<file path="src/design/exPkg.sv">
/*
 Execute back end shared definitions
 Widths, queue depths, micro-op commands and the packed records
 that travel between EX1, EX2, the retire stream and the AXI4-Lite port
*/
package exPkg;

	localparam int regIdW = 4; // 16 GPRs
	localparam int dataW = 64;
	localparam int addrW = 32;
	localparam int stageDepth = 4; // EX1 to EX2 buffer
	localparam int retireDepth = 2;
	localparam int mulCycles = 3; // EX2 hold cycles on MUL3
	localparam int holdW = 3; // Saturating hold counter
	localparam int pendW = 3; // Covers EX1 register plus full stage queue
	localparam logic [1:0] respOkay = 2'b00;

	typedef enum logic [3:0] {
		NOP = 4'd0,
		MOV_IR = 4'd1,
		ALU3 = 4'd2,
		ALUCMP = 4'd3,
		MUL3 = 4'd4,
		MOV_RM = 4'd5, // Store
		MOV_MR = 4'd6 // Load
	} exCmd;

	typedef struct packed {
		exCmd cmd;
		logic [1:0] ixt; // Op form
		logic [1:0] cond; // 00 always, 01 never, 10 if T, 11 if not T
		logic [regIdW-1:0] rs; // Source A, ALU / base
		logic [regIdW-1:0] rt; // Source B
		logic [regIdW-1:0] rm; // Dest or store data
		logic [31:0] imm;
	} exUop;

	typedef struct packed {
		exCmd cmd; // NOP when predicate failed
		exCmd origCmd;
		logic [1:0] ixt;
		logic [regIdW-1:0] rm;
		logic [dataW-1:0] operandA;
		logic [dataW-1:0] operandB;
		logic [dataW-1:0] aluResult;
		logic [addrW-1:0] memAddr;
		logic [dataW-1:0] storeData;
		logic newT;
		logic tWriteEn;
	} exStageEntry;

	typedef struct packed {
		exCmd cmd;
		logic writes;
		logic [regIdW-1:0] regId;
		logic [dataW-1:0] value;
		logic tWrite;
		logic tValue;
		logic fault;
	} exRetire;

	typedef struct packed {
		logic awvalid;
		logic [addrW-1:0] awaddr;
		logic wvalid;
		logic [dataW-1:0] wdata;
		logic [dataW/8-1:0] wstrb;
		logic bready;
		logic arvalid;
		logic [addrW-1:0] araddr;
		logic rready;
	} axiLiteReq;

	typedef struct packed {
		logic awready;
		logic wready;
		logic bvalid;
		logic [1:0] bresp;
		logic arready;
		logic rvalid;
		logic [dataW-1:0] rdata;
		logic [1:0] rresp;
	} axiLiteRsp;

	// Ops that leave a value in rm
	function automatic logic writesReg(exCmd cmd);
		return cmd inside {MOV_IR, ALU3, MUL3, MOV_MR};
	endfunction

	function automatic logic isKnown(exCmd cmd);
		return cmd inside {NOP, MOV_IR, ALU3, ALUCMP, MUL3, MOV_RM, MOV_MR};
	endfunction

endpackage

</file>
<file path="src/design/exRegFile.sv">
/*
 GPR file and T status flag
 Three combinational read ports for EX1, one write port from EX2
*/
`timescale 1ns/1ns
module exRegFile (
	input logic clock,
	input logic arstN,
	input logic [exPkg::regIdW-1:0] readIdA,
	input logic [exPkg::regIdW-1:0] readIdB,
	input logic [exPkg::regIdW-1:0] readIdC,
	output logic [exPkg::dataW-1:0] readValA,
	output logic [exPkg::dataW-1:0] readValB,
	output logic [exPkg::dataW-1:0] readValC,
	output logic tFlag,
	input logic writeEn,
	input logic [exPkg::regIdW-1:0] writeId,
	input logic [exPkg::dataW-1:0] writeVal,
	input logic tWrite,
	input logic tValue
);

	logic [exPkg::dataW-1:0] regs [2**exPkg::regIdW];

	assign readValA = regs[readIdA];
	assign readValB = regs[readIdB];
	assign readValC = regs[readIdC]; // Store data

	always_ff @(posedge clock or negedge arstN) begin
		if (!arstN) begin
			for (int i = 0; i < 2**exPkg::regIdW; i++) begin
				regs[i] <= '0;
			end
			tFlag <= 1'b0;
		end else begin
			if (writeEn)
				regs[writeId] <= writeVal;
			if (tWrite)
				tFlag <= tValue;
		end
	end

endmodule

</file>
<file path="config.mk">
export PLATFORM = sky130hd
export DESIGN_NAME = exRegFile
export DESIGN_NICKNAME = d
export VERILOG_FILES = /design/src/design/exPkg.sv /design/src/design/exRegFile.sv
export SDC_FILE = /design/constraint.sdc
export NUM_CORES = 2
export LEC_CHECK = 0
export BUFFER_PORTS_ARGS = -buffer_cell sky130_fd_sc_hd__buf_2
export CORE_ASPECT_RATIO = 1.5
export CORE_MARGIN = 1
export CORE_UTILIZATION = 55
export DETAILED_ROUTE_END_ITERATION = 8
export PLACE_DENSITY = 0.73
export SYNTH_ARGS = -nofsm -noshare
export SYNTH_HDL_FRONTEND = slang
export SYNTH_SLANG_ARGS = --single-unit
</file>
<file path="constraint.sdc">
create_clock -name clock -period 3.9 [get_ports clock]
set_clock_uncertainty 0.15 [all_clocks]
set_input_delay 0.975 -clock clock [delete_from_list [all_inputs] [get_ports clock]]
set_output_delay 0.975 -clock clock [all_outputs]
set_load 0.01 [all_outputs]
</file>
==> run summary <==
The run finished with clean final reports. The level count of the clock H-tree came out at 3. Ranked by total cell area, the synthesized netlist is headed by sky130_fd_sc_hd__dfrtp_1 43%, sky130_fd_sc_hd__mux4_2 29%, sky130_fd_sc_hd__mux2_2 18%.

The run gives 2770 ps as the data required time of the worst path. The total leakage power is 28.2 nW, and the actual slew at the worst max-slew pin is 885 ps. Leaving out filler cells and counting taps, the final layout contains 5567. The type of the worst min-delay path was in -> async.

The number of nets handed over by synthesis was 3934. The library cell with the largest summed area after synthesis is sky130_fd_sc_hd__dfrtp_1. The per-cell routed wire length was 33.9 um; the number of enable flip-flop cells after synthesis was 0. The clock edge transition at the registers on the reported setup and hold paths is 60 ps, and the worst slack on hold paths is 160 ps. For this run the aggregate overflow at the end of global routing stands at 0. Total length of routed wires: 189 mm. Measured against the total synthesized area, the mux share comes to 47.8%. Once placement completed, the tool counted placed cells totaling 5364. The logs give 0 for the count of synthesis-stage warnings from yosys and 25 for the count of distinct cell types in the synthesized netlist. The finished cells cover 68700 um^2. Cells with a size suffix above 1 make up 59.8% of the layout. Across all layers, the routed design uses 41.3k vias.

By area, the combinational part of the netlist is dominated by multiplexers. The synthesized netlist devotes 0% of its cell area to adder and majority cells. The share of synthesized area in the top cell type comes to 42.5%. For this run, design rule violations remaining after detail routing come to 0. The combinational group share of total power was 27.6%. The primary flip-flop cell chosen by synthesis mapping is sky130_fd_sc_hd__dfrtp_1. The core area was 109000 um^2. The later pin in the worst-skew pair is clocked with a latency of 730 ps. Per report_power, the sequential group accounts for 43.1% of the total. Fill cells in the final layout number 7732. For this design the top-level I/O count stands at 278.

For the number of nets at the end of the flow, the log shows 4136. The first global-routing pass estimated 283 mm of wire. The final period utilization works out to 97.8%.

After synthesis, the share of flip-flops with an asynchronous set or reset is 100%. Power spread over the standard cell area amounts to 526 nW/um^2. Net switching is 29.6% of the power.

The logs give 0 for the count of final hold-check violations and 4817 for the initial DRC count. In the layout the commonest cells are 1025 x sky130_fd_sc_hd__dfrtp_1, 987 x sky130_fd_sc_hd__mux2_2, 768 x sky130_fd_sc_hd__mux4_2, 384 x sky130_fd_sc_hd__a22oi_1, 270 x sky130_fd_sc_hd__buf_2. Largest driver fanout on the critical path: 16. The tools report the TritonCTS buffer count as 102.

Across the run, the number of max-cap violations was 0. The number of global-route vias before repair is 43.1k. TritonCTS built the clock tree.

Clock tree synthesis selected as its root buffer the cell sky130_fd_sc_hd__clkbuf_16. The portion of the post-synthesis area used by sequential elements was 42.5%. Setup repair after global routing left no endpoint under its margin. The die span in x was 272 um; the initial antenna violation count was 17.

For the maximum number of pins on one net before global-route repair, the log shows 69. The run gives 0.0107 W as the power spent charging and discharging nets. The synthesized design contains 1025 register bits. For the number of nets with antenna violations after routing, the log shows 0.

From synthesis to final layout, the design area changed by 13.9%. At the end of routability-driven placement, the weighted congestion stood at 0.842. The number of setup violations in the final report was 0; the number of search-and-repair iterations in the first detailed-routing pass was 6.

Summing all placed instances gives a cell area of 65000 um^2. The part of the power in the clock network is 29.3%, and the die footprint is 111000 um^2. The clock period could shrink to 3810 ps. IR analysis of the VDD net gives a maximum drop of 0.424 mV. STA puts the critical path data arrival time at 2690 ps.

The synthesized netlist occupies a cell area of 60300 um^2. The run gives 41.0% as the worst slew margin relative to its limit. After synthesis, the mean cell area works out to 15.7 um^2. From bottom edge to top edge, the die measures 408 um. After detailed routing, the number of vias per cell comes to 7.41. The starting utilization of the core area came out at 55.5%.

Global router's overall resource usage: 34.6%. The post-synthesis compound-gate area fraction was 4.78%. For this design, the CTS-stage hold fixing added 0 buffers. For the total half-perimeter wirelength after legalization and detailed placement, the log shows 108 mm. For the total negative slack for setup checks, the log shows 0 ps. Synthesis produced 3849 cells. Summing the areas of all xor and xnor instances in the mapped netlist gives 0% of the synthesized area.

The synthesized-area fraction occupied by and/or/nand/nor cells is 1.67%. Nature of the critical path endpoint: an output port. Critical path launch point type: a primary input. The number of cell rows came out at 148.

The critical setup path kind is in -> out. The logs give 0.0254 W for the internal power and 3 for the buffer levels on the longest clock path. Leaving out fill and tap cells, the most frequent cell in the layout is sky130_fd_sc_hd__dfrtp_1. In this run the tool buffered the top-level ports with 277 buffer cells. The clock sink count is 1025. The final number of max-transition violations was 0; the timing-limited maximum frequency was 262 MHz.
-- cell usage after synthesis (3+ instances only) --
| cell type | count |
|---|---|
| sky130_fd_sc_hd__dfrtp_1 | 1025 |
| sky130_fd_sc_hd__mux2_2 | 987 |
| sky130_fd_sc_hd__mux4_2 | 768 |
| sky130_fd_sc_hd__a22oi_1 | 384 |
| sky130_fd_sc_hd__clkbuf_1 | 199 |
| sky130_fd_sc_hd__nand2_1 | 193 |
| sky130_fd_sc_hd__buf_2 | 152 |
| sky130_fd_sc_hd__buf_1 | 38 |
| sky130_fd_sc_hd__mux2_1 | 38 |
| sky130_fd_sc_hd__buf_6 | 25 |
| sky130_fd_sc_hd__nor2_2 | 6 |
| sky130_fd_sc_hd__nor2b_1 | 6 |
| sky130_fd_sc_hd__buf_4 | 4 |
| sky130_fd_sc_hd__nor3_4 | 4 |
| sky130_fd_sc_hd__and2_1 | 3 |
| sky130_fd_sc_hd__nor2_1 | 3 |
-- final timing paths --
path	to	start	slack (ps)	cells past startpoint
setup / recovery	readValC[54]	readIdC[0]	90	7
hold reg to reg	tFlag	tFlag	370	1
setup reg to reg	regs[788]	regs[788]	2890	1
min in group clock	tFlag	tValue	340	2
max in group asynchronous	regs[604]	arstN	2420	2
hold / removal	regs[199]	arstN	160	1
-- what timing repair did --
item,CTS,global route
endpoints found under the setup margin,0,9
buffers inserted,0,8
resized for setup,0,8
-- per-layer routing --
metal	vias to the layer above	track usage [%]	wire length, um
li1	15973	-	-
met5	-	0	115
met1	22240	46.4	69800
met2	2504	53.7	91100
met3	532	8.24	19300
met4	14	16.1	8620
-- logic make-up (layout without fill, tap and decap cells) --
kind of cell	after synthesis	in the layout
DFF	1025	1025
other	0	8
and+or+nand+nor	229	229
AOI/OAI and AO/OA	384	384
muxes	1793	1793
buffers and inverters	418	703
-- stage by stage --
step / utilization [%] / setup WS, ps / power [W]
3_5_place_dp: 59.8 / 55.8 / 0.0255
5_1_grt: 63.2 / 16.6 / 0.0376
3_3_place_gp: 59.8 / 4.94 / 0.0251
6_report: 63.2 / 87.7 / 0.0361
4_1_cts: 63.1 / 42.2 / 0.0361
2_1_floorplan: - / 319 / 0.0221
-- power by group through the flow --
stage,Combinational [W],Sequential [W],Clock [W]
detailed placement,0.00990,0.0156,0
global route,0.0106,0.0159,0.0111
floorplan,0.00735,0.0148,0
global placement,0.00967,0.0154,0
CTS,0.00995,0.0154,0.0108
finish,0.00997,0.0156,0.0106
-- sequential cells by signal (all words and copies together), names as in the netlist --
signal / count
tFlag: 1
regs: 1024
-- area by class of cell --
cell class / count / area [um^2] / share of cell area [%]
antenna: 8 / 20.0 / 0.0291
timing repair buffer: 516 / 4830 / 7.03
clock buffer: 151 / 3080 / 4.48
clock inverter: 36 / 502 / 0.730
multi-input combinational: 2406 / 32900 / 47.8
tap: 1425 / 1780 / 2.59
sequential: 1025 / 25600 / 37.3
-- critical path: stages --
cell and delay (ps):
sky130_fd_sc_hd__buf_12 160, sky130_fd_sc_hd__buf_12 190, sky130_fd_sc_hd__buf_16 180, sky130_fd_sc_hd__mux4_2 500
sky130_fd_sc_hd__a22oi_1 280, sky130_fd_sc_hd__nand2_1 170, sky130_fd_sc_hd__buf_2 170
Note: power is estimated with default switching activity, not from simulation.
