$ cat src/design/exPkg.sv
/*
 Execute back end shared definitions
 Widths, queue depths, micro-op commands and the packed records
 that travel between EX1, EX2, the retire stream and the AXI4-Lite port
*/
package exPkg;

	localparam int regIdW = 4; // 16 GPRs
	localparam int dataW = 64;
	localparam int addrW = 32;
	localparam int stageDepth = 4; // EX1 to EX2 buffer
	localparam int retireDepth = 2;
	localparam int mulCycles = 3; // EX2 hold cycles on MUL3
	localparam int holdW = 3; // Saturating hold counter
	localparam int pendW = 3; // Covers EX1 register plus full stage queue
	localparam logic [1:0] respOkay = 2'b00;

	typedef enum logic [3:0] {
		NOP = 4'd0,
		MOV_IR = 4'd1,
		ALU3 = 4'd2,
		ALUCMP = 4'd3,
		MUL3 = 4'd4,
		MOV_RM = 4'd5, // Store
		MOV_MR = 4'd6 // Load
	} exCmd;

	typedef struct packed {
		exCmd cmd;
		logic [1:0] ixt; // Op form
		logic [1:0] cond; // 00 always, 01 never, 10 if T, 11 if not T
		logic [regIdW-1:0] rs; // Source A, ALU / base
		logic [regIdW-1:0] rt; // Source B
		logic [regIdW-1:0] rm; // Dest or store data
		logic [31:0] imm;
	} exUop;

	typedef struct packed {
		exCmd cmd; // NOP when predicate failed
		exCmd origCmd;
		logic [1:0] ixt;
		logic [regIdW-1:0] rm;
		logic [dataW-1:0] operandA;
		logic [dataW-1:0] operandB;
		logic [dataW-1:0] aluResult;
		logic [addrW-1:0] memAddr;
		logic [dataW-1:0] storeData;
		logic newT;
		logic tWriteEn;
	} exStageEntry;

	typedef struct packed {
		exCmd cmd;
		logic writes;
		logic [regIdW-1:0] regId;
		logic [dataW-1:0] value;
		logic tWrite;
		logic tValue;
		logic fault;
	} exRetire;

	typedef struct packed {
		logic awvalid;
		logic [addrW-1:0] awaddr;
		logic wvalid;
		logic [dataW-1:0] wdata;
		logic [dataW/8-1:0] wstrb;
		logic bready;
		logic arvalid;
		logic [addrW-1:0] araddr;
		logic rready;
	} axiLiteReq;

	typedef struct packed {
		logic awready;
		logic wready;
		logic bvalid;
		logic [1:0] bresp;
		logic arready;
		logic rvalid;
		logic [dataW-1:0] rdata;
		logic [1:0] rresp;
	} axiLiteRsp;

	// Ops that leave a value in rm
	function automatic logic writesReg(exCmd cmd);
		return cmd inside {MOV_IR, ALU3, MUL3, MOV_MR};
	endfunction

	function automatic logic isKnown(exCmd cmd);
		return cmd inside {NOP, MOV_IR, ALU3, ALUCMP, MUL3, MOV_RM, MOV_MR};
	endfunction

endpackage

$ cat src/design/exComplete.sv
/*
 EX2 completion stage
 Holds the queue head on multiply and memory work, selects the result,
 writes back, clears the scoreboard and pushes the retire record
*/
`timescale 1ns/1ns
module exComplete (
	input logic clock,
	input logic arstN,
	input logic headValid,
	input exPkg::exStageEntry head,
	output logic headReady,
	output logic memStart,
	output logic memIsWrite,
	output logic [exPkg::addrW-1:0] memAddr,
	output logic [exPkg::dataW-1:0] memWdata,
	input logic memDone,
	input logic memError,
	input logic [exPkg::dataW-1:0] memRdata,
	output logic retireValid,
	output exPkg::exRetire retireData,
	input logic retireReady,
	output logic writeEn,
	output logic [exPkg::regIdW-1:0] writeId,
	output logic [exPkg::dataW-1:0] writeVal,
	output logic tWrite,
	output logic tValue,
	output logic clearEn,
	output logic [exPkg::regIdW-1:0] clearId,
	output logic clearT
);

	logic [exPkg::holdW-1:0] holdCyc; // Cycles spent at this head
	logic memFinished; // Done seen while retire was blocked
	logic isMem;
	logic opDone;
	logic push;
	logic signed [32:0] mulA;
	logic signed [32:0] mulB;
	logic signed [65:0] mulFull;
	logic [63:0] mulProd;
	logic [exPkg::dataW-1:0] mulResult;

	assign isMem = head.cmd inside {exPkg::MOV_RM, exPkg::MOV_MR};
	assign memStart = headValid && isMem && holdCyc == '0; // Once per head
	assign memIsWrite = head.cmd == exPkg::MOV_RM;
	assign memAddr = head.memAddr;
	assign memWdata = head.storeData;

	always_comb begin
		case (head.cmd)
			exPkg::MUL3: opDone = holdCyc >= exPkg::holdW'(exPkg::mulCycles);
			exPkg::MOV_RM, exPkg::MOV_MR: opDone = memFinished || memDone;
			default: opDone = 1'b1;
		endcase
	end

	assign retireValid = headValid && opDone;
	assign headReady = opDone && retireReady; // Full retire queue holds EX2
	assign push = retireValid && retireReady;

	// One 33x33 signed multiplier covers signed and unsigned forms
	always_comb begin
		mulA = {!head.ixt[0] && head.operandA[31], head.operandA[31:0]};
		mulB = {!head.ixt[0] && head.operandB[31], head.operandB[31:0]};
		mulFull = mulA * mulB;
	end

	always_comb begin
		case (head.ixt)
			2'b00: mulResult = {{32{mulProd[31]}}, mulProd[31:0]};
			2'b01: mulResult = {32'b0, mulProd[31:0]};
			2'b10: mulResult = {{32{mulProd[63]}}, mulProd[63:32]};
			default: mulResult = {32'b0, mulProd[63:32]};
		endcase
	end

	always_comb begin
		retireData = '0;
		retireData.cmd = head.cmd;
		retireData.regId = head.rm;
		retireData.tWrite = head.tWriteEn;
		retireData.tValue = head.newT;
		retireData.fault = !exPkg::isKnown(head.origCmd) || (isMem && memError);
		case (head.cmd)
			exPkg::MOV_IR, exPkg::ALU3: retireData.value = head.aluResult;
			exPkg::MUL3: retireData.value = mulResult;
			exPkg::MOV_MR: retireData.value = memRdata;
			default: ;
		endcase
		retireData.writes = exPkg::writesReg(head.cmd) && !retireData.fault;
	end

	assign writeEn = push && retireData.writes;
	assign writeId = head.rm;
	assign writeVal = retireData.value;
	assign tWrite = push && head.tWriteEn;
	assign tValue = head.newT;
	assign clearEn = push && exPkg::writesReg(head.cmd); // Faulted loads clear too
	assign clearId = head.rm;
	assign clearT = push && head.tWriteEn;

	always_ff @(posedge clock or negedge arstN) begin
		if (!arstN) begin
			holdCyc <= '0;
			memFinished <= 1'b0;
		end else begin
			if (headValid && headReady) begin
				holdCyc <= '0;
				memFinished <= 1'b0;
			end else begin
				if (headValid && holdCyc != '1)
					holdCyc <= holdCyc + 1'b1; // Saturates so start never repeats
				if (memDone)
					memFinished <= 1'b1;
			end
		end
	end

	always_ff @(posedge clock) begin
		mulProd <= mulFull[63:0];
	end

endmodule

$ cat config.mk
export PLATFORM = sky130hd
export DESIGN_NAME = exComplete
export DESIGN_NICKNAME = d
export VERILOG_FILES = /design/src/design/exPkg.sv /design/src/design/exComplete.sv
export SDC_FILE = /design/constraint.sdc
export NUM_CORES = 2
export LEC_CHECK = 0
export ABC_AREA = 1
export BUFFER_PORTS_ARGS = -buffer_cell sky130_fd_sc_hd__clkbuf_2
export CORE_AREA = 2 2 331 333
export DETAILED_ROUTE_END_ITERATION = 8
export DIE_AREA = 0 0 333 335
export GPL_TIMING_DRIVEN = 0
export PLACE_DENSITY = 0.63
export SKIP_LAST_GASP = 1
export SLEW_MARGIN = 20
export SYNTH_ARGS = -nofsm -noshare
export SYNTH_HDL_FRONTEND = slang
export SYNTH_SLANG_ARGS = --single-unit
$ cat constraint.sdc
create_clock -name clock -period 2.3 [get_ports clock]
set_input_delay 0.46 -clock clock [delete_from_list [all_inputs] [get_ports clock]]
set_output_delay 0.46 -clock clock [all_outputs]
set_load 0.02 [all_outputs]
==> impl_metrics.toml <==
[status]
status = "complete, but fails checks"
violations = "negative setup slack"

[placed_design]
hpwlAfterDp_um = 156000
placed_cell_area_um2 = 50700
numPortBuffers = 427
dp_cells = 7379
globalplace.congestion = 1.03

[clock_network]
clkSlewWorstSetupHoldPaths_ps = 60
clk_path_buf_depth = 2
htreeDepth = 3
cts_inserted_buffers = 9
cts_tree = "done"
cts_root_buf = "clkbuf_16"
clock_latency_ps = 340
clock-sinks = 68

[global_route]
antenna_found_initial = 4
grt_max_degree = 26
grt_use_total_pct = 33.4
grt_pass1_vias = 40900
overflow = 0
grt_pass1_wl_um = 267000

[timing]
fmax_mhz = 147
slew_headroom_pct = 53.3
fin_skew_ps = 0.0423
slew_viol_final = 0
finalSetupViolCount = 191
worst_pin_slew_ps = 698
fin_crit_ps = 6790
hold_violations = 0
setup_ws_ps = -4490
post-route-period-util_pct = 295
rsz0062_at_grt = "yes"
fin_tns_setup_ps = -273010

[die]
coreArea_um2 = 108000
die_area_um2 = 112000
rows = 121
die_w_um = 333
ios = 627
die_y_um = 335
start_util_pct = 40.6

[logic_synthesis]
synth_edf_count = 0
synth.cell_area_um2 = 43900
async_flop_share_pct = 5.88
synthCells = 5537
syn_nets = 7252
synth-seq-cells = 68
syn_area_per_cell_um2 = 7.92
yosysSeqAreaShare_pct = 3.15
ys_types = 44
synth_ff_type = "dfxtp_1"
yosysWarnings = 0

[detailed_routing]
met3WireLength_um = 19400
wl_met2_um = 81700
drc_errors = 0
top_layer_used = "met5"
firstDrtPassIters = 5
dr.first_iter.drc_count = 3341
wl_per_cell_um = 24.4
totalWireLength_um = 187000
wl_met1_um = 71900
routed_via_density = 5.10
vias = 39000
antenna_left = 0

[cells_and_area]
multi_input_area_um2 = 38400
nNetsFinal = 7933
syn_to_final_growth_pct = 31.6
fillers = 10100
final_cells = 7642
seqCellArea_um2 = 1380
fin_util_pct = 53.4
fin_area_um2 = 57800
drive_gt1_share_pct = 30.9

[critical_path]
rr_endpoint = "holdCyc[1]"
worstSetupPathType = "in -> reg"
start_kind = "input pin"
cp_max_fo = 5
ff2ff_setup_slack_ps = 660
endpoint_kind = "flop"
cp.arrival_ps = 7020
r2r_cells = 10
r2r_start = "holdCyc[0]"
worst-endpoint-required_ps = 2520

[hold_path]
min_to = "memFinished"
hp-class = "in -> reg"
min_from = "memDone"
hold_depth = 3

[flow_run]
drv_cap = 0
sequential cells by signal, summed over array words and instances, names as in the netlist:
signal / count
memFinished: 1
holdCyc: 3
mulProd: 64
kinds of logic (layout without fill, tap and decap cells):
group | after synthesis | after routing | share of synthesized area (%)
buf+inv | 2014 | 2700 | 18.8
xor+xnor | 46 | 46 | 0.918
compound gates | 228 | 228 | 3.06
other cells | 0 | 5 | 0
fa+ha+maj | 1341 | 1341 | 57.5
simple gates | 1840 | 1840 | 16.6
flops | 68 | 68 | 3.15
Yosys cell counts (12+ instances only):
library cell     n  area share, %
nor2_2          15           0.21
o21bai_1        16           0.27
nand4_1         16           0.23
o211ai_1        16           0.27
buf_4          180            3.1
clkbuf_1       242            2.1
buf_2           12           0.14
nand3_1        102            1.2
nor3_1          12           0.14
a21oi_1         91            1.0
dfxtp_1         64            2.9
nand2_1       1439             12
inv_2           17           0.15
ha_1           216            6.2
xor2_1          37           0.74
fa_1          1125             51
nor2_1         218            1.9
inv_1         1561             13
o21ai_0         60           0.68
layer usage:
layer	GRT usage (%)	up-vias
met5	0	-
met4	19.2	2
met3	8.22	486
met2	50.8	1935
met1	43.5	19900
li1	-	16700
worst max path at each step:
| stage | start | to |
|---|---|---|
| floorplan | head[257] | mulProd[59] |
| global placement | head[176] | mulProd[44] |
| detailed placement | head[174] | mulProd[44] |
| CTS | head[294] | mulProd[62] |
| global route | head[294] | mulProd[59] |
| finish | head[294] | mulProd[59] |
worst max-delay path, cell delays in order:
cell       delay, ps
clkbuf_16        140
clkbuf_16        150
clkbuf_16        170
nor2_4           120
fa_2             490
fa_2             520
fa_2             650
inv_6             60
fa_2             610
buf_6            120
inv_6             40
fa_1             470
fa_1             540
inv_1             50
fa_1             450
fa_1             520
inv_2             50
ha_4             330
nand2_4           80
nor2_4           130
inv_4             70
nor2_4           100
inv_2             70
nor4_4           290
nand2_2          140
nand4_1           90
nand2_1           80
cell type report:
class	count	area share [%]
antenna	5	0.0217
buffer	435	8.98
clock buffer	9	0.390
clock inverter	7	0.130
inverter	1578	10.3
multi-input combinational	3455	66.4
sequential	68	2.39
tap	1414	3.06
timing repair buffer	670	8.29
timing repair inverter	1	0.0108
cells in the final DEF (no fill, tap or decap), drive strengths merged, types with 17 or more instances in the layout:
master  instances
a21oi          91
buf           469
clkbuf        644
dfxtp          64
fa           1125
ha            216
inv          1578
nand2        1448
nand3         107
nor2          234
o211ai         17
o21ai          70
xor2           37
repair_timing:
action / 4_1_cts / 5_1_grt
buffers inserted: 169 / 70
setup endpoints to repair: 193 / 196
pin swaps: 230 / 186
hold buffers: 1 / 0
resized for setup: 786 / 353
cloned: 2 / 1
endpoints found under the hold margin: 4 / 0
stage by stage:
stage | setup WS [ps] | hold WS, ps
global route | -4670 | 394
detailed placement | -5900 | 279
CTS | -4480 | 361
floorplan | -4430 | 164
finish | -4490 | 377
global placement | -6060 | 274
Power is not shown: default switching activity piles up to over one toggle a cycle in this logic, so the estimate is an artifact.
