==> config.mk <==
export PLATFORM = sky130hd
export DESIGN_NAME = exStageQueue
export DESIGN_NICKNAME = d
export VERILOG_FILES = /design/src/design/exStageQueue.sv
export SDC_FILE = /design/constraint.sdc
export NUM_CORES = 1
export LEC_CHECK = 0
export BUFFER_PORTS_ARGS = -buffer_cell sky130_fd_sc_hd__buf_2
export CAP_MARGIN = 20
export CORE_AREA = 5 5 42 44
export DETAILED_ROUTE_END_ITERATION = 7
export DIE_AREA = 0 0 47 49
export GPL_ROUTABILITY_DRIVEN = 0
export PLACE_DENSITY = 0.76
export SLEW_MARGIN = 0
export SYNTH_ARGS = -nofsm -noshare
export SYNTH_HDL_FRONTEND = slang
export SYNTH_SLANG_ARGS = --single-unit
==> constraint.sdc <==
create_clock -name clock -period 5.5 [get_ports clock]
set_input_delay 0.55 -clock clock [delete_from_list [all_inputs] [get_ports clock]]
set_output_delay 0.55 -clock clock [all_outputs]
set_load 0.01 [all_outputs]
==> src/design/exStageQueue.sv <==
/*
 Stage queue
 Circular FIFO with valid/ready on both sides, payload type set per instance
*/
`timescale 1ns/1ns
module exStageQueue #(
	parameter type payloadT = logic,
	parameter int depth = 4
) (
	input logic clock,
	input logic arstN,
	input logic inValid,
	input payloadT inData,
	output logic inReady,
	output logic outValid,
	output payloadT outData,
	input logic outReady
);

	localparam int ptrW = (depth > 1) ? $clog2(depth) : 1;
	localparam int cntW = $clog2(depth + 1);

	payloadT mem [depth];
	logic [ptrW-1:0] wrPtr;
	logic [ptrW-1:0] rdPtr;
	logic [cntW-1:0] count;
	logic push;
	logic pop;

	assign outValid = count != '0;
	assign outData = mem[rdPtr];
	assign inReady = count != cntW'(depth) || outReady; // Push while full if popping
	assign push = inValid && inReady;
	assign pop = outValid && outReady;

	always_ff @(posedge clock or negedge arstN) begin
		if (!arstN) begin
			wrPtr <= '0;
			rdPtr <= '0;
			count <= '0;
		end else begin
			if (push)
				wrPtr <= (wrPtr == ptrW'(depth - 1)) ? '0 : wrPtr + 1'b1;
			if (pop)
				rdPtr <= (rdPtr == ptrW'(depth - 1)) ? '0 : rdPtr + 1'b1;
			count <= count + cntW'(push) - cntW'(pop);
		end
	end

	always_ff @(posedge clock) begin
		if (push)
			mem[wrPtr] <= inData;
	end

endmodule

==> summary.md, run 1 <==
• mux share of post-synthesis cell area: 7.69%
• cell-internal power: 0.000220 W
• flops & latches, synth: 11
• Clock H-tree levels: 1
• Final Hold Violating Endpoints: 0
• mean post-synth cell area: 12.7 um2
• Max IR drop VDD: 0.270 mV
• sequential cell area: 295 um2
• Std-Cell Rows: 14
• total wirelength of the detailed-routed design: 773 um
• number of synthesized flops with an enable pin: 4
• Setup TNS Final: 0 ns
• via count of the first global-routing pass: 353
• library cell occupying the most area in the post-synthesis netlist: dfrtp_1
• result of the run: finished clean
• slew of the pin with the lowest slew margin: 0.246 ns
• post-synthesis adder-cell area fraction: 18.4%
• unrepaired setup endpoints after global routing: false
• total power per unit cell area: 504 nW/um2
• combinational family with the most area after synthesis: adder cells
• core area: 1400 um2
• clock power share: 15.0%
• post-detail-place hpwl: 626 um
• post-CTS sizing: 0
• leakage power: 0.321 nW
• vias: 351
• layer with the highest usage after global routing: met2
• Top FF cell, synth: dfrtp_1
• Total Power Consumption: 0.000334 W
• area fraction of the dominant cell type after synthesis: 29.9%
• count of unresolved DRC violations after routing: 0
• number of instances in the synthesized netlist: 46
• met3 capacity usage during global routing: 4.43%
• Final Setup Violations: 0
• initial antenna violation count: 0
• Worst Path Max Fanout: 8
• worst slack at placement: 2.66 ns
• TritonCTS clock tree: done
• I/O pin count: 8
• number of cells on the worst reg-to-reg path: 10
• worst hold-check path type: primary input to asynchronous set/reset pin
• overall fraction of global-route tracks in use: 8.45%
• Max stage delay on crit path: 0.67 ns
• source-to-sink clock delay at the later pin of the worst-skew pair: 0.25 ns
• maximum number of pins on one net before global-route repair: 9
• height of the chip: 49 um
• residual overflow from global routing: 0
• area of the mapped netlist: 586 um2
• parity-gate share of the synthesized area counting xor and xnor cells: 2.99%
• effective utilization at floorplan: 41.8%
• final critical path time including I/O delays and setup: 2.63 ns
• cell types with the highest counts after synthesis: dfrtp_1 (7), ha_1 (7), inv_1 (7), and3_1 (4), edfxtp_1 (4)
• Post-Synth Simple-Gate Area: 12.2%
• fraction of the yosys area taken by sequential cells: 50.4%
• Clock Pin Slew Worst Setup and Hold Paths: 0.06 ns
• Clock Root Buffer: clkbuf_4
• first-pass GRT wire length: 1400 um
• Hold-fix buffers, CTS: 0
• detailed-route wire length per cell: 10.7 um
• kind of end point of the critical path: register
• maximum clock frequency: 0.381 GHz
• Area contributors post-synth: dfrtp_1 (30%), edfxtp_1 (21%), ha_1 (15%)
• Vias per Instance: 4.88
• Async SR Flop Fraction: 63.6%
• total of fill cells in the finished design: 139
• worst clock skew on the final layout: 0.00466 ns
• worst endpoint data arrival time: 2.81 ns
• critical path's slowest cell: or4b_1
• P&R area growth vs syn: 13.0%
• number of buffers added for setup after CTS: 0
• slack of the worst reg-to-reg path: 2.87 ns
• maximum buffer depth of the clock tree: 2
• count of yosys warnings during synthesis: 0
• port buffer count: 7
• number of nets in the layout: 70
• Antenna Diode Count: 0
• Routed Antenna Nets: 0
• met2 capacity usage during global routing: 12.9%
• sequential share of power: 44.0%
• critical path required time: 5.68 ns
• synthesized-area fraction occupied by ao, oa, aoi and oai cells: 2.99%
• Iter 0 DRT Violations: 6
• clock tree sinks: 11
• most frequent CP cell: inv_1
• final critical-path setup slack: 2.87 ns
• Comb power frac: 41.0%
• area enclosed by the die boundary: 2300 um2
• number of buffers added by the clock tree synthesis step: 3
• critical-path cell list: or4b_1, and2_4, inv_1, ha_1, inv_1, ha_1, inv_1, fa_1, xnor2_1, xnor2_1
• number of distinct standard cells referenced by the synthesized netlist: 17
• met1 Usage GRT: 9.95%
• area used by multi-input combinational logic: 259 um2
• reg2reg end: count[2]
• Slew Limit Fails: 0
• launching element type of the critical path: register
• fraction of final layout cells with drive strength greater than 1: 28.6%
• Max Cap Viol: 0
• total net switching power: 0.000113 W
• type of the setup path with the least slack: register to register
• proportion of total power due to net switching: 34.0%
• launching point of the worst reg2reg path: count[1]
• final worst-path cycle share: 47.8%
• Die X: 47 um
• detailed-router iteration count before antenna repair: 4
• Max transition margin: 83.6%
• syn_nets: 59
-- logic make-up after synthesis --
| kind of cell | count (synthesis) |
|---|---|
| xor+xnor | 2 |
| simple gates | 12 |
| mux | 3 |
| buf+inv | 8 |
| flops | 11 |
| fa+ha+maj | 8 |
| compound gates | 2 |
-- worst max-delay path by stage --
| stage | startpoint | endpoint | slack (ns) | cells after the start |
|---|---|---|---|---|
| floorplan | outReady | count[2] | 2.89 | 11 |
| global placement | outReady | count[2] | 2.68 | 11 |
| detailed placement | outReady | count[2] | 2.66 | 11 |
| CTS | count[1] | count[2] | 2.85 | 10 |
| global route | count[1] | count[2] | 2.70 | 10 |
| finish | count[1] | count[2] | 2.87 | 10 |
-- critical path: cells and delay by family, from the launching register on --
kind | cells | cell delay, ns
XOR/XNOR | 2 | 0.33
adder cells (fa/ha/maj) | 3 | 0.72
buffers and inverters | 3 | 0.17
flip-flops | 1 | 0.43
AND/OR/NAND/NOR | 2 | 0.91
-- power by group through the flow --
stage                     Clock (W)  Sequential, W  Combinational [W]
final                     0.0000501       0.000147           0.000137
after CTS                 0.0000522       0.000148           0.000141
after detailed placement          0       0.000149           0.000140
after floorplan                   0       0.000142           0.000112
after global routing      0.0000608       0.000152           0.000161
after global placement            0       0.000147           0.000135
-- cell type report --
| type | count | share of cell area, % |
|---|---|---|
| Clock buffer | 4 | 3.97 |
| Inverter | 7 | 3.97 |
| Multi-Input combinational cell | 27 | 39.1 |
| Sequential cell | 11 | 44.6 |
| Timing Repair Buffer | 7 | 5.29 |
| Tap cell | 16 | 3.02 |
-- placed cells by master, fill, tap and decap left out --
cell type,instances
inv_1,7
ha_1,7
dfrtp_1,7
buf_2,7
and3_1,4
edfxtp_1,4
clkbuf_4,3
xnor2_1,2
nor2_1,2
mux2_2,2
nand3_1,2
o21ai_2,2
or3_1,1
nand2_1,1
or4b_1,1
mux4_2,1
and2_4,1
fa_1,1
clkbuf_1,1
-- per-stage QoR --
stage / std cells / hold WS [ns] / utilization (%) / instance area (um2)
after floorplan: 46 / 0.254 / - / 586
after global placement: 68 / 0.388 / 45.4 / 636
after detailed placement: 68 / 0.389 / 45.4 / 636
after CTS: 72 / 0.108 / 47.2 / 662
after global routing: 72 / 0.0979 / 47.2 / 662
final: 72 / 0.113 / 47.2 / 662
-- sequential cells by signal (all words and copies together), names as in the netlist --
| signal | count |
|---|---|
| mem | 4 |
| count | 3 |
| rdPtr | 2 |
| wrPtr | 2 |
-- metal layers --
| metal | vias up | routed length (um) |
|---|---|---|
| met2 | 4 | 400 |
| met4 | 0 | 0 |
| li1 | 178 | - |
| met1 | 169 | 339 |
| met3 | 0 | 33 |
| met5 | - | 0 |
Power figures use the tool's default switching activity.
==> run 2: changes to the inputs <==
Settings changed: PLACE_DENSITY 0.76 to 0.78.
Clock period 5.5 ns to 2.3 ns, I/O delays scaled along.
==> summary.md, run 2 (synthesis results as in run 1) <==
• area enclosed by the die boundary: 2300 um2
• I/O pin count: 8
• initial antenna violation count: 0
• critical path's slowest cell: or4b_4
• Antenna Diode Count: 0
• via count of the first global-routing pass: 345
• maximum buffer depth of the clock tree: 2
• total of fill cells in the finished design: 130
• register name with the most flops: mem
• final worst-path cycle share: 97.5%
• met3 capacity usage during global routing: 3.32%
• clock power share: 13.3%
• sequential share of power: 37.1%
• final critical path time including I/O delays and setup: 2.24 ns
• worst clock skew on the final layout: 0.00223 ns
• count of unresolved DRC violations after routing: 0
• Vias per Instance: 4.71
• proportion of total power due to net switching: 34.3%
• Clock H-tree levels: 1
• registers with the most flip-flops: mem: 4 flops, count: 3 flops
• Final Hold Violating Endpoints: 0
• Routed Antenna Nets: 0
• overall fraction of global-route tracks in use: 8.95%
• post-detail-place hpwl: 713 um
• area used by multi-input combinational logic: 305 um2
• leakage power: 0.354 nW
• worst hold-check path type: primary input to register
• met2 capacity usage during global routing: 13.6%
• detailed-route wire length per cell: 10.9 um
• first-pass GRT wire length: 1450 um
• kind of end point of the critical path: register
• critical path required time: 2.44 ns
• critical-path cell list: or4b_4, and2_4, inv_2, ha_4, inv_2, ha_4, inv_2, fa_2, xnor2_2, xnor2_1
• buffers and inverters on the worst path: 3
• maximum clock frequency: 0.446 GHz
• effective utilization at floorplan: 41.8%
• Clock Root Buffer: clkbuf_4
• core area: 1400 um2
• fraction of final layout cells with drive strength greater than 1: 50.0%
• source-to-sink clock delay at the later pin of the worst-skew pair: 0.26 ns
• most frequent CP cell: inv_2
• family of cells with the greatest summed delay on the critical path: simple AND/OR/NAND/NOR gates
• Max Cap Viol: 0
• residual overflow from global routing: 0
• total wirelength of the detailed-routed design: 847 um
• height of the chip: 49 um
• Std-Cell Rows: 14
• vias: 367
• Worst Path Max Fanout: 2
• Slew Limit Fails: 0
• total power per unit cell area: 1230 nW/um2
• unrepaired setup endpoints after global routing: false
• layer with the highest usage after global routing: met2
• Clock Pin Slew Worst Setup and Hold Paths: 0.06 ns
• final worst hold slack: 0.191 ns
• Max IR drop VDD: 0.633 mV
• launching element type of the critical path: register
• Max stage delay on crit path: 0.54 ns
• Comb power frac: 49.6%
• sequential cell area: 295 um2
• P&R area growth vs syn: 29.1%
• final critical-path setup slack: 0.0575 ns
• number of buffers added by the clock tree synthesis step: 3
• worst endpoint data arrival time: 2.39 ns
• Core Util, Final: 53.9%
• Die X: 47 um
• Final Setup Violations: 0
• type of the setup path with the least slack: register to register
• maximum number of pins on one net before global-route repair: 8
• Max transition margin: 89.2%
• port buffer count: 7
• slew of the pin with the lowest slew margin: 0.163 ns
• max FFs per register: 4
• clock tree sinks: 11
• detailed-router iteration count before antenna repair: 4
• Iter 0 DRT Violations: 3
• result of the run: finished clean
• met1 Usage GRT: 10.9%
• worst slack at placement: -0.000837 ns
• TritonCTS clock tree: done
• top library cells by usage in the layout, fill and taps aside: dfrtp_1 (7), buf_2 (7), ha_1 (5), buf_4 (5)
• cell-internal power: 0.000609 W
• total net switching power: 0.000317 W
• number of nets in the layout: 76
==> run 2: changes by cell type in the layout (fill, tap and decap cells not counted), sizes merged <==
cell	change
dlygate4sd3	+1
buf	+5
==> run 2: layout make-up <==
cell class	instances	share of cell area, %
sequential	11	39.1
timing repair buffer	13	10.9
inverter	7	3.48
tap	16	2.65
multi-input combinational	27	40.4
clock buffer	4	3.48
==> run 2: power groups by stage <==
stage               Clock (W)  Sequential, W  Combinational (W)
global placement            0       0.000340           0.000427
finish               0.000123       0.000343           0.000460
CTS                  0.000124       0.000343           0.000461
floorplan                   0       0.000348           0.000316
global route         0.000143       0.000353           0.000522
detailed placement          0       0.000346           0.000454
==> run 2: repair_timing <==
action | CTS | global route
setup buffers | 0 | 1
cloned | 0 | 0
gates resized for setup | 1 | 2
pin swaps | 0 | 3
hold buffers | 1 | 0
endpoints found under the hold margin | 7 | 0
setup endpoints to repair | 1 | 1
==> run 2: path summary, 6_finish.rpt <==
kind	from	to	slack, ns	cells past startpoint
max	count[1]	count[2]	0.06	10
min	inData	mem[0]	0.19	1
max reg2reg	count[1]	count[2]	0.06	10
min reg2reg	count[2]	count[2]	0.51	1
max in group asynchronous	arstN	rdPtr[0]	1.82	2
min in group asynchronous	arstN	count[2]	0.33	2
==> run 2: metal layers <==
layer  part of all wire [%]  vias to the layer above  wire length, um
met3                    4.8                        0               41
met5                      0                        -                0
met2                     52                        7              441
met1                     43                      174              364
met4                      0                        0                0
li1                       -                      186                -
==> run 2: worst reg2reg max path, stage by stage (launching register included) <==
cell	delay [ns]
dfrtp_1	0.38
or4b_4	0.54
and2_4	0.16
inv_2	0.05
ha_4	0.19
inv_2	0.06
ha_4	0.12
inv_2	0.03
fa_2	0.34
xnor2_2	0.14
xnor2_1	0.12
==> run 2: metrics by stage <==
step	TNS [ns]	cells	cell area, um2	total power (W)
6_report	0	78	756	0.000926
5_1_grt	0	78	756	0.00102
3_3_place_gp	0	72	701	0.000768
3_5_place_dp	-0.000837	72	701	0.000800
4_1_cts	0	77	741	0.000929
2_1_floorplan	-0.171	46	627	0.000664
