## config.mk

```make
export PLATFORM = sky130hd
export DESIGN_NAME = exMemMaster
export DESIGN_NICKNAME = d
export VERILOG_FILES = /design/src/design/exPkg.sv /design/src/design/exMemMaster.sv
export SDC_FILE = /design/constraint.sdc
export NUM_CORES = 1
export LEC_CHECK = 0
export BUFFER_PORTS_ARGS = -buffer_cell sky130_fd_sc_hd__buf_4
export CAP_MARGIN = 40
export CORE_ASPECT_RATIO = 1.5
export CORE_MARGIN = 2
export CORE_UTILIZATION = 25
export CTS_BUF_LIST = sky130_fd_sc_hd__clkbuf_4 sky130_fd_sc_hd__clkbuf_8
export DETAILED_ROUTE_END_ITERATION = 8
export GPL_TIMING_DRIVEN = 0
export PLACE_DENSITY_LB_ADDON = 0.25
export REMOVE_ABC_BUFFERS = 1
export SYNTH_ARGS = -nofsm -noshare
export SYNTH_HDL_FRONTEND = slang
export SYNTH_SLANG_ARGS = --single-unit
```

## constraint.sdc

```tcl
create_clock -name clock -period 7.1 [get_ports clock]
set_clock_uncertainty 0.15 [all_clocks]
set_input_delay 0.355 -clock clock [delete_from_list [all_inputs] [get_ports clock]]
set_output_delay 0.355 -clock clock [all_outputs]
set_load 0.05 [all_outputs]
```

## src/design/exPkg.sv

```systemverilog
/*
 Execute back end shared definitions
 Widths, queue depths, micro-op commands and the packed records
 that travel between EX1, EX2, the retire stream and the AXI4-Lite port
*/
package exPkg;

	localparam int regIdW = 4; // 16 GPRs
	localparam int dataW = 64;
	localparam int addrW = 32;
	localparam int stageDepth = 4; // EX1 to EX2 buffer
	localparam int retireDepth = 2;
	localparam int mulCycles = 3; // EX2 hold cycles on MUL3
	localparam int holdW = 3; // Saturating hold counter
	localparam int pendW = 3; // Covers EX1 register plus full stage queue
	localparam logic [1:0] respOkay = 2'b00;

	typedef enum logic [3:0] {
		NOP = 4'd0,
		MOV_IR = 4'd1,
		ALU3 = 4'd2,
		ALUCMP = 4'd3,
		MUL3 = 4'd4,
		MOV_RM = 4'd5, // Store
		MOV_MR = 4'd6 // Load
	} exCmd;

	typedef struct packed {
		exCmd cmd;
		logic [1:0] ixt; // Op form
		logic [1:0] cond; // 00 always, 01 never, 10 if T, 11 if not T
		logic [regIdW-1:0] rs; // Source A, ALU / base
		logic [regIdW-1:0] rt; // Source B
		logic [regIdW-1:0] rm; // Dest or store data
		logic [31:0] imm;
	} exUop;

	typedef struct packed {
		exCmd cmd; // NOP when predicate failed
		exCmd origCmd;
		logic [1:0] ixt;
		logic [regIdW-1:0] rm;
		logic [dataW-1:0] operandA;
		logic [dataW-1:0] operandB;
		logic [dataW-1:0] aluResult;
		logic [addrW-1:0] memAddr;
		logic [dataW-1:0] storeData;
		logic newT;
		logic tWriteEn;
	} exStageEntry;

	typedef struct packed {
		exCmd cmd;
		logic writes;
		logic [regIdW-1:0] regId;
		logic [dataW-1:0] value;
		logic tWrite;
		logic tValue;
		logic fault;
	} exRetire;

	typedef struct packed {
		logic awvalid;
		logic [addrW-1:0] awaddr;
		logic wvalid;
		logic [dataW-1:0] wdata;
		logic [dataW/8-1:0] wstrb;
		logic bready;
		logic arvalid;
		logic [addrW-1:0] araddr;
		logic rready;
	} axiLiteReq;

	typedef struct packed {
		logic awready;
		logic wready;
		logic bvalid;
		logic [1:0] bresp;
		logic arready;
		logic rvalid;
		logic [dataW-1:0] rdata;
		logic [1:0] rresp;
	} axiLiteRsp;

	// Ops that leave a value in rm
	function automatic logic writesReg(exCmd cmd);
		return cmd inside {MOV_IR, ALU3, MUL3, MOV_MR};
	endfunction

	function automatic logic isKnown(exCmd cmd);
		return cmd inside {NOP, MOV_IR, ALU3, ALUCMP, MUL3, MOV_RM, MOV_MR};
	endfunction

endpackage

```

## src/design/exMemMaster.sv

```systemverilog
/*
 AXI4-Lite memory master
 One load or store in flight, start pulse in, done pulse out
*/
`timescale 1ns/1ns
module exMemMaster (
	input logic clock,
	input logic arstN,
	input logic start,
	input logic isWrite,
	input logic [exPkg::addrW-1:0] addr,
	input logic [exPkg::dataW-1:0] wdata,
	output logic done,
	output logic error,
	output logic [exPkg::dataW-1:0] rdata,
	output exPkg::axiLiteReq memReq,
	input exPkg::axiLiteRsp memRsp
);

	typedef enum logic [1:0] {memIdle, memWrite, memRead} memStateT;

	memStateT state;
	logic awValid;
	logic wValid;
	logic arValid;
	logic [exPkg::addrW-1:0] addrQ;
	logic [exPkg::dataW-1:0] wdataQ;

	always_comb begin
		memReq = '0;
		memReq.awvalid = awValid;
		memReq.awaddr = addrQ;
		memReq.wvalid = wValid;
		memReq.wdata = wdataQ;
		memReq.wstrb = '1; // Full 64-bit words only
		memReq.bready = state == memWrite;
		memReq.arvalid = arValid;
		memReq.araddr = addrQ;
		memReq.rready = state == memRead;
	end

	always_ff @(posedge clock or negedge arstN) begin
		if (!arstN) begin
			state <= memIdle;
			awValid <= 1'b0;
			wValid <= 1'b0;
			arValid <= 1'b0;
			done <= 1'b0;
			error <= 1'b0;
		end else begin
			done <= 1'b0;
			case (state)
				memIdle: begin
					if (start) begin
						state <= isWrite ? memWrite : memRead;
						awValid <= isWrite; // AW and W raised together
						wValid <= isWrite;
						arValid <= !isWrite;
					end
				end
				memWrite: begin
					if (memRsp.awready)
						awValid <= 1'b0;
					if (memRsp.wready)
						wValid <= 1'b0;
					if (memRsp.bvalid) begin
						state <= memIdle;
						done <= 1'b1;
						error <= memRsp.bresp != exPkg::respOkay;
					end
				end
				memRead: begin
					if (memRsp.arready)
						arValid <= 1'b0;
					if (memRsp.rvalid) begin
						state <= memIdle;
						done <= 1'b1;
						error <= memRsp.rresp != exPkg::respOkay;
					end
				end
				default: state <= memIdle;
			endcase
		end
	end

	always_ff @(posedge clock) begin
		if (state == memIdle && start) begin
			addrQ <= addr;
			wdataQ <= wdata;
		end
		if (state == memRead && memRsp.rvalid)
			rdata <= memRsp.rdata; // Held for EX2 until next read
	end

endmodule

```

==> summary.txt, run 1 <==
Routed Antenna Nets - 0
Period utilisation layout - 34.0%
H-tree levels - 4
Final Hold Viols - 0
IO buf count - 371
Final setup viols - 0
Number of global-route vias before repair - 4474
Initial DRT Pass Iterations - 4
Async S/R FF share, synth - 4.19%
Root buffer cell - clkbuf_8
Overflow left after global routing - 0
Crit-path max cell delay - 650 ps
Clock sink count - 167
Worst EP required - 7080 ps
Wire length on met1 - 5800 um
Cell count after synthesis - 251
Hold_ws - 81.5 ps
Initial core utilization - 25.2%
Final WL - 16900 um
Post-Syn Area - 5600 sq um
DP Wirelength - 11900 um
Commonest non-fill, non-tap cells in the layout - buf_4 (371), dlygate4sd3_1 (162), edfxtp_1 (160)
Sw Share - 41.3%
Setup CP Type - reg -> reg
Syn. warnings - 0
Commonest non-fill, non-tap cell in the layout - buf_4
Synth Flop Type - edfxtp_1
Max Cap Viol - 0
Max-slew headroom - 41.5%
Sequential share of power - 38.6%
Post-synth EDFFs - 160
Total CTS buffers - 17
Synth area leader - edfxtp_1
Peak VDD IR - 0.231 mV
Worst-path clk slew - 90 ps
Die area - 23600 sq um
WP buf/inv - 2
Crit path capture type - register
Largest fanout on the critical path - 54
Met3 WL post-DR - 1260 um
CTS tree - yes
Die Wd - 126 um
PD cells - 349 nW/um^2
Post-synthesis adder-cell area fraction - 0.893%
Crit path cell chain - inv_1 > ha_1 > and2_4 > buf_16
CP arrival - 2390 ps
Pin count of the biggest net entering global routing - 66
Final design area excluding fillers - 10500 sq um
Mux cell area share after synthesis - 0.737%
Main combinational cell family by area after synthesis - buffers and inverters
Metal2 WL - 9540 um
Area grow syn2layout - 87.0%
Syn_area_per_cell - 22.3 sq um
CP top delay family - simple AND/OR/NAND/NOR gates
Power share of the combinational group - 42.2%
Total GRT Usage - 14.1%
Status - completed
Die Height - 187 um
Synthesized flop and latch total - 167
Worst hold path class - in -> async
Final min period - 2410 ps
Layout cells sized above 1 - 52.1%
First-pass GRT wire length - 25000 um
Clock Tree Buf Depth - 2
Post-synth cell types - 23
Peak Freq - 414 MHz
Sum of negative setup slack - 0 ps
Worst-Margin Slew - 878 ps
Post-placement cell area - 8450 sq um
Placer congestion estimate - 0.789
Detailed router's first-iteration violation count - 122
Crit start category - register
P_int - 2140 uW
Top cells by area, synth - edfxtp_1 (86%), buf_4 (5.8%), dfrtp_1 (3.1%)
I/O pins - 380
Setup WS pre-CTS - 4700 ps
Lkg Pwr - 0.00441 uW
Clk pwr share - 19.2%
RSZ-0062 raised after global routing - false
Top sig layer - met4
Slowest-stage cell, CP - and2_4
Compound-cell area share of the yosys netlist - 1.61%
Vias per cell - 3.95
Antenna violations before repair - 0
Fin nets - 943
Core footprint - 22200 sq um
Site row count - 67
DRC - 0
Setup slack after layout - 4690 ps
Synth top area share - 85.8%
Per-cell routed wire length - 16.1 um
Post-Synth Simple-Gate Area - 1.43%
Slew Limit Fails - 0
Vias - 4160
Clk_lat worst skew - 450 ps
Sequential element share of the synthesized area - 88.9%
Post-synthesis xor/xnor area fraction - 0%
Antenna diodes - 0
Net switching power - 1510 uW
power by group through the flow:
stage          registers, uW  clock network (uW)  logic, uW
5_1_grt                 1430                 766       1590
3_5_place_dp            1430                   0       1480
4_1_cts                 1410                 731       1550
3_3_place_gp            1440                   0       1450
6_report                1410                 703       1540
2_1_floorplan           2240                   0        155
worst paths after layout:
check / depth (start not counted) / slack, ps / end / from
min: 2 / 80 / arValid / arstN
max reg2reg: 4 / 4690 / addrQ[9] / state[0]
min in group clock: 3 / 90 / arValid / memRsp[67]
max: 4 / 4690 / addrQ[9] / state[0]
max in group asynchronous: 2 / 6580 / awValid / arstN
min reg2reg: 1 / 380 / error / error
layout make-up:
class                   instances  area [sq um]
clock buffers                  22           272
clock inverters                 9           128
fillers                      1928         11700
inverters                       5          18.8
multi-input cells              41           295
flip-flops and latches        167          4980
well taps                     276           345
repair buffers                534          4430
kinds of logic (layout without fill, tap and decap cells):
logic type	Yosys count	count (layout)
fa+ha+maj	4	4
simple gates	13	13
other cells	1	8
flops	167	167
compound gates	12	12
mux	4	4
buf+inv	50	570
registers in the layout (all words and copies together), names as in the netlist:
register and count:
addrQ 32, arValid 1, awValid 1, done 1
error 1, rdata 64, state 2, wValid 1
wdataQ 64
synthesized netlist by cell type (2+ instances only):
cell / n
dfrtp_1: 7
inv_1: 5
o32ai_1: 2
ha_1: 4
nand2b_1: 3
nor2b_1: 2
nand2_1: 2
edfxtp_1: 160
a22o_1: 5
buf_4: 43
a21oi_1: 2
mux2i_1: 3
o22ai_1: 3
routing by layer:
metal | track usage, % | vias to the layer above
met3 | 5.01 | 21
met5 | 0 | -
li1 | - | 1928
met4 | 6.21 | 0
met1 | 13.8 | 2001
met2 | 26.4 | 210
timing repair:
action                    CTS  global route
hold endpoints to repair  168             0
resized for setup           0             0
setup buffers               0             0
hold buffers              162             0
per-stage QoR:
step	utilization [%]	power (uW)	instances
after floorplan	-	2390	213
after global placement	37.9	2890	860
after detailed placement	38.0	2910	861
after CTS	47.1	3690	1054
after global routing	47.1	3790	1054
final	47.1	3650	1054
No activity file was read; power rests on OpenSTA's default activity.
==> run 2: changes to the inputs <==
==> constraint.sdc (replaced) <==
create_clock -name clock -period 2.5 [get_ports clock]
set_clock_uncertainty 0.15 [all_clocks]
set_input_delay 0.125 -clock clock [delete_from_list [all_inputs] [get_ports clock]]
set_output_delay 0.125 -clock clock [all_outputs]
set_load 0.05 [all_outputs]
==> run 2 against run 1 <==
  * Clock power grew to 2.8 times the previous value
  * Register-to-register slack lost 4500 ps
  * Core utilization grew 0.71 points
  * Clock-buffer cell count is the same
  * Total power grew to 2.9 times the previous value
  * Sequential cell count is the same
  * Critical path depth is the same
  * Critical path type unchanged
==> summary.txt, run 2 (synthesized netlist as in run 1, its figures left out) <==
Status - completed
Final setup viols - 0 (unchanged)
Largest fanout on the critical path - 54 (unchanged)
GR Util met3 - 4.98% (-0.029 points)
Post-placement cell area - 8450 sq um (unchanged)
Area grow syn2layout - 89.8%
Commonest non-fill, non-tap cell in the layout - buf_4
WP buf/inv - 2 (unchanged)
DRC - 0 (unchanged)
Per-cell routed wire length - 16.2 um (+0.63%)
Clk pwr share - 19.0% (-0.2 points)
Sequential share of power - 38.2% (-0.4 points)
Peak Freq - 435 MHz (+5.1%)
Placer congestion estimate - 0.789 (unchanged)
I/O pins - 380 (unchanged)
Clk_lat worst skew - 450 ps (about the same)
Net switching power - 4310 uW (+190%)
Antenna violations before repair - 0 (unchanged)
Layout cells sized above 1 - 51.1% (-0.92 points)
Largest regs - rdata x64, wdataQ x64, addrQ x32
Die Height - 187 um (unchanged)
Commonest non-fill, non-tap cells in the layout - buf_4 (371), dlygate4sd3_1 (177), edfxtp_1 (160)
Vias - 4199 (+0.94%)
Pin count of the biggest net entering global routing - 66 (unchanged)
Hold_ws - 231 ps (+149 ps)
Core footprint - 22200 sq um (unchanged)
Max Cap Viol - 0 (unchanged)
First-pass GRT wire length - 25300 um (+0.91%)
Worst-path clk slew - 90 ps (about the same)
Slowest-stage cell, CP - and2_4
Slew Limit Fails - 0 (unchanged)
Power share of the combinational group - 42.7% (+0.5 points)
IO buf count - 371 (unchanged)
Total GRT Usage - 14.2% (+0.097 points)
CP top delay family - simple AND/OR/NAND/NOR gates
Top Usage Layer GRT - met2
Crit path capture type - register
Worst min-delay path endpoint - rdata[35]
Lkg Pwr - 0.00448 uW (+1.7%)
Worst hold path class - in -> reg
Die Wd - 126 um (unchanged)
Crit start category - register
Clock sink count - 167 (unchanged)
Setup CP Type - reg -> reg
Root buffer cell - clkbuf_8
CP arrival - 2280 ps (-110 ps)
Antenna diodes - 0 (unchanged)
Min-delay src - memRsp[37]
Setup bufs post-CTS - 0 (unchanged)
H-tree levels - 4 (unchanged)
Period utilisation layout - 91.9% (+58 points)
Number of global-route vias before repair - 4556 (+1.8%)
Fin nets - 959 (+1.7%)
Initial DRT Pass Iterations - 4 (unchanged)
R2r endpoint - addrQ[9]
Routed Antenna Nets - 0 (unchanged)
Initial core utilization - 25.2% (unchanged)
Flop2flop setup slack - 200 ps (-4480 ps)
Worst Reg-to-Reg Cells - 4 (unchanged)
Worst flop-to-flop path startpoint - state[1]
Final Hold Viols - 0 (unchanged)
Overflow left after global routing - 0 (unchanged)
GRT met2 Usage - 26.7% (+0.33 points)
Final min period - 2300 ps (-117 ps)
Worst-Margin Slew - 859 ps (-19.0 ps)
Met1 Use GR - 13.8% (+0.056 points)
Worst EP required - 2480 ps (-4600 ps)
Final WL - 17300 um (+2.2%)
Max-slew headroom - 42.8% (+1.3 points)
Vias per cell - 3.92 (-0.57%)
Detailed router's first-iteration violation count - 135 (+11%)
Site row count - 67 (unchanged)
Crit path cell chain - inv_1 > ha_1 > and2_4 > buf_16
PD cells - 985 nW/um^2 (+180%)
Final design area excluding fillers - 10600 sq um (+1.5%)
Peak VDD IR - 0.605 mV (+160%)
Die area - 23600 sq um (unchanged)
CTS tree - yes
Total power - 10500 uW (+190%)
Crit-path max cell delay - 470 ps (-180 ps)
Clock Tree Buf Depth - 2 (unchanged)
DP Wirelength - 11900 um (unchanged)
Hold depth - 2
Total CTS buffers - 17 (unchanged)
Sw Share - 41.2% (-0.10 points)
P_int - 6150 uW (+190%)
RSZ-0062 raised after global routing - false
==> run 2: routing by layer <==
layer / up-vias / wire length [um] / part of all wire (%)
met2: 211 / 9760 / 56
li1: 1961 / - / -
met5: - / 0 / 0
met4: 0 / 339 / 2.0
met3: 21 / 1240 / 7.2
met1: 2006 / 5960 / 34
==> run 2: power by group through the flow <==
stage          sequential [uW]  clock (uW)  combinational (uW)
2_1_floorplan             6350           0                 440
3_3_place_gp              4080           0                4130
3_5_place_dp              4060           0                4190
4_1_cts                   4010        2070                4480
5_1_grt                   4060        2170                4630
6_report                  4000        1990                4470
==> run 2: area by class of cell <==
cell class	instances	area (sq um)
clock buffer	22	272
clock inverter	9	128
fill	1910	11600
inverter	5	18.8
multi-input combinational	42	303
sequential	167	4980
tap	276	345
timing repair buffer	549	4580
==> run 2: what timing repair did <==
| item | in CTS | in global routing |
|---|---|---|
| endpoints found under the setup margin | 0 | 54 |
| hold buffers | 177 | 0 |
| endpoints found under the hold margin | 174 | 0 |
| gates resized for setup | 0 | 0 |
==> run 2: worst register-to-register path, cell delays in order, from the launching register on <==
cell and delay [ps]:
dfrtp_1 430, inv_1 130, ha_1 450, and2_4 470
buf_16 320
==> run 2: stage by stage <==
step | setup slack, ps | setup TNS [ps] | std cells | util (%)
after floorplan | -276 | -27680 | 213 | -
after global placement | -914 | -128870 | 860 | 37.9
after detailed placement | 95.6 | 0 | 861 | 38.0
after CTS | 56.0 | 0 | 1069 | 47.8
after global routing | 73.0 | 0 | 1070 | 47.9
final | 203 | 0 | 1070 | 47.9
==> run 2: how the worst max path moves through the flow <==
stage          startpoint         end  slack (ps)  cells past startpoint
2_1_floorplan    state[0]    rdata[0]        -280                      3
3_3_place_gp     state[0]   rdata[37]        -910                      3
3_5_place_dp     state[0]   addrQ[14]         100                      4
4_1_cts          state[0]    addrQ[9]          60                      4
5_1_grt          state[0]  wdataQ[63]          70                      4
6_report         state[1]    addrQ[9]         200                      4
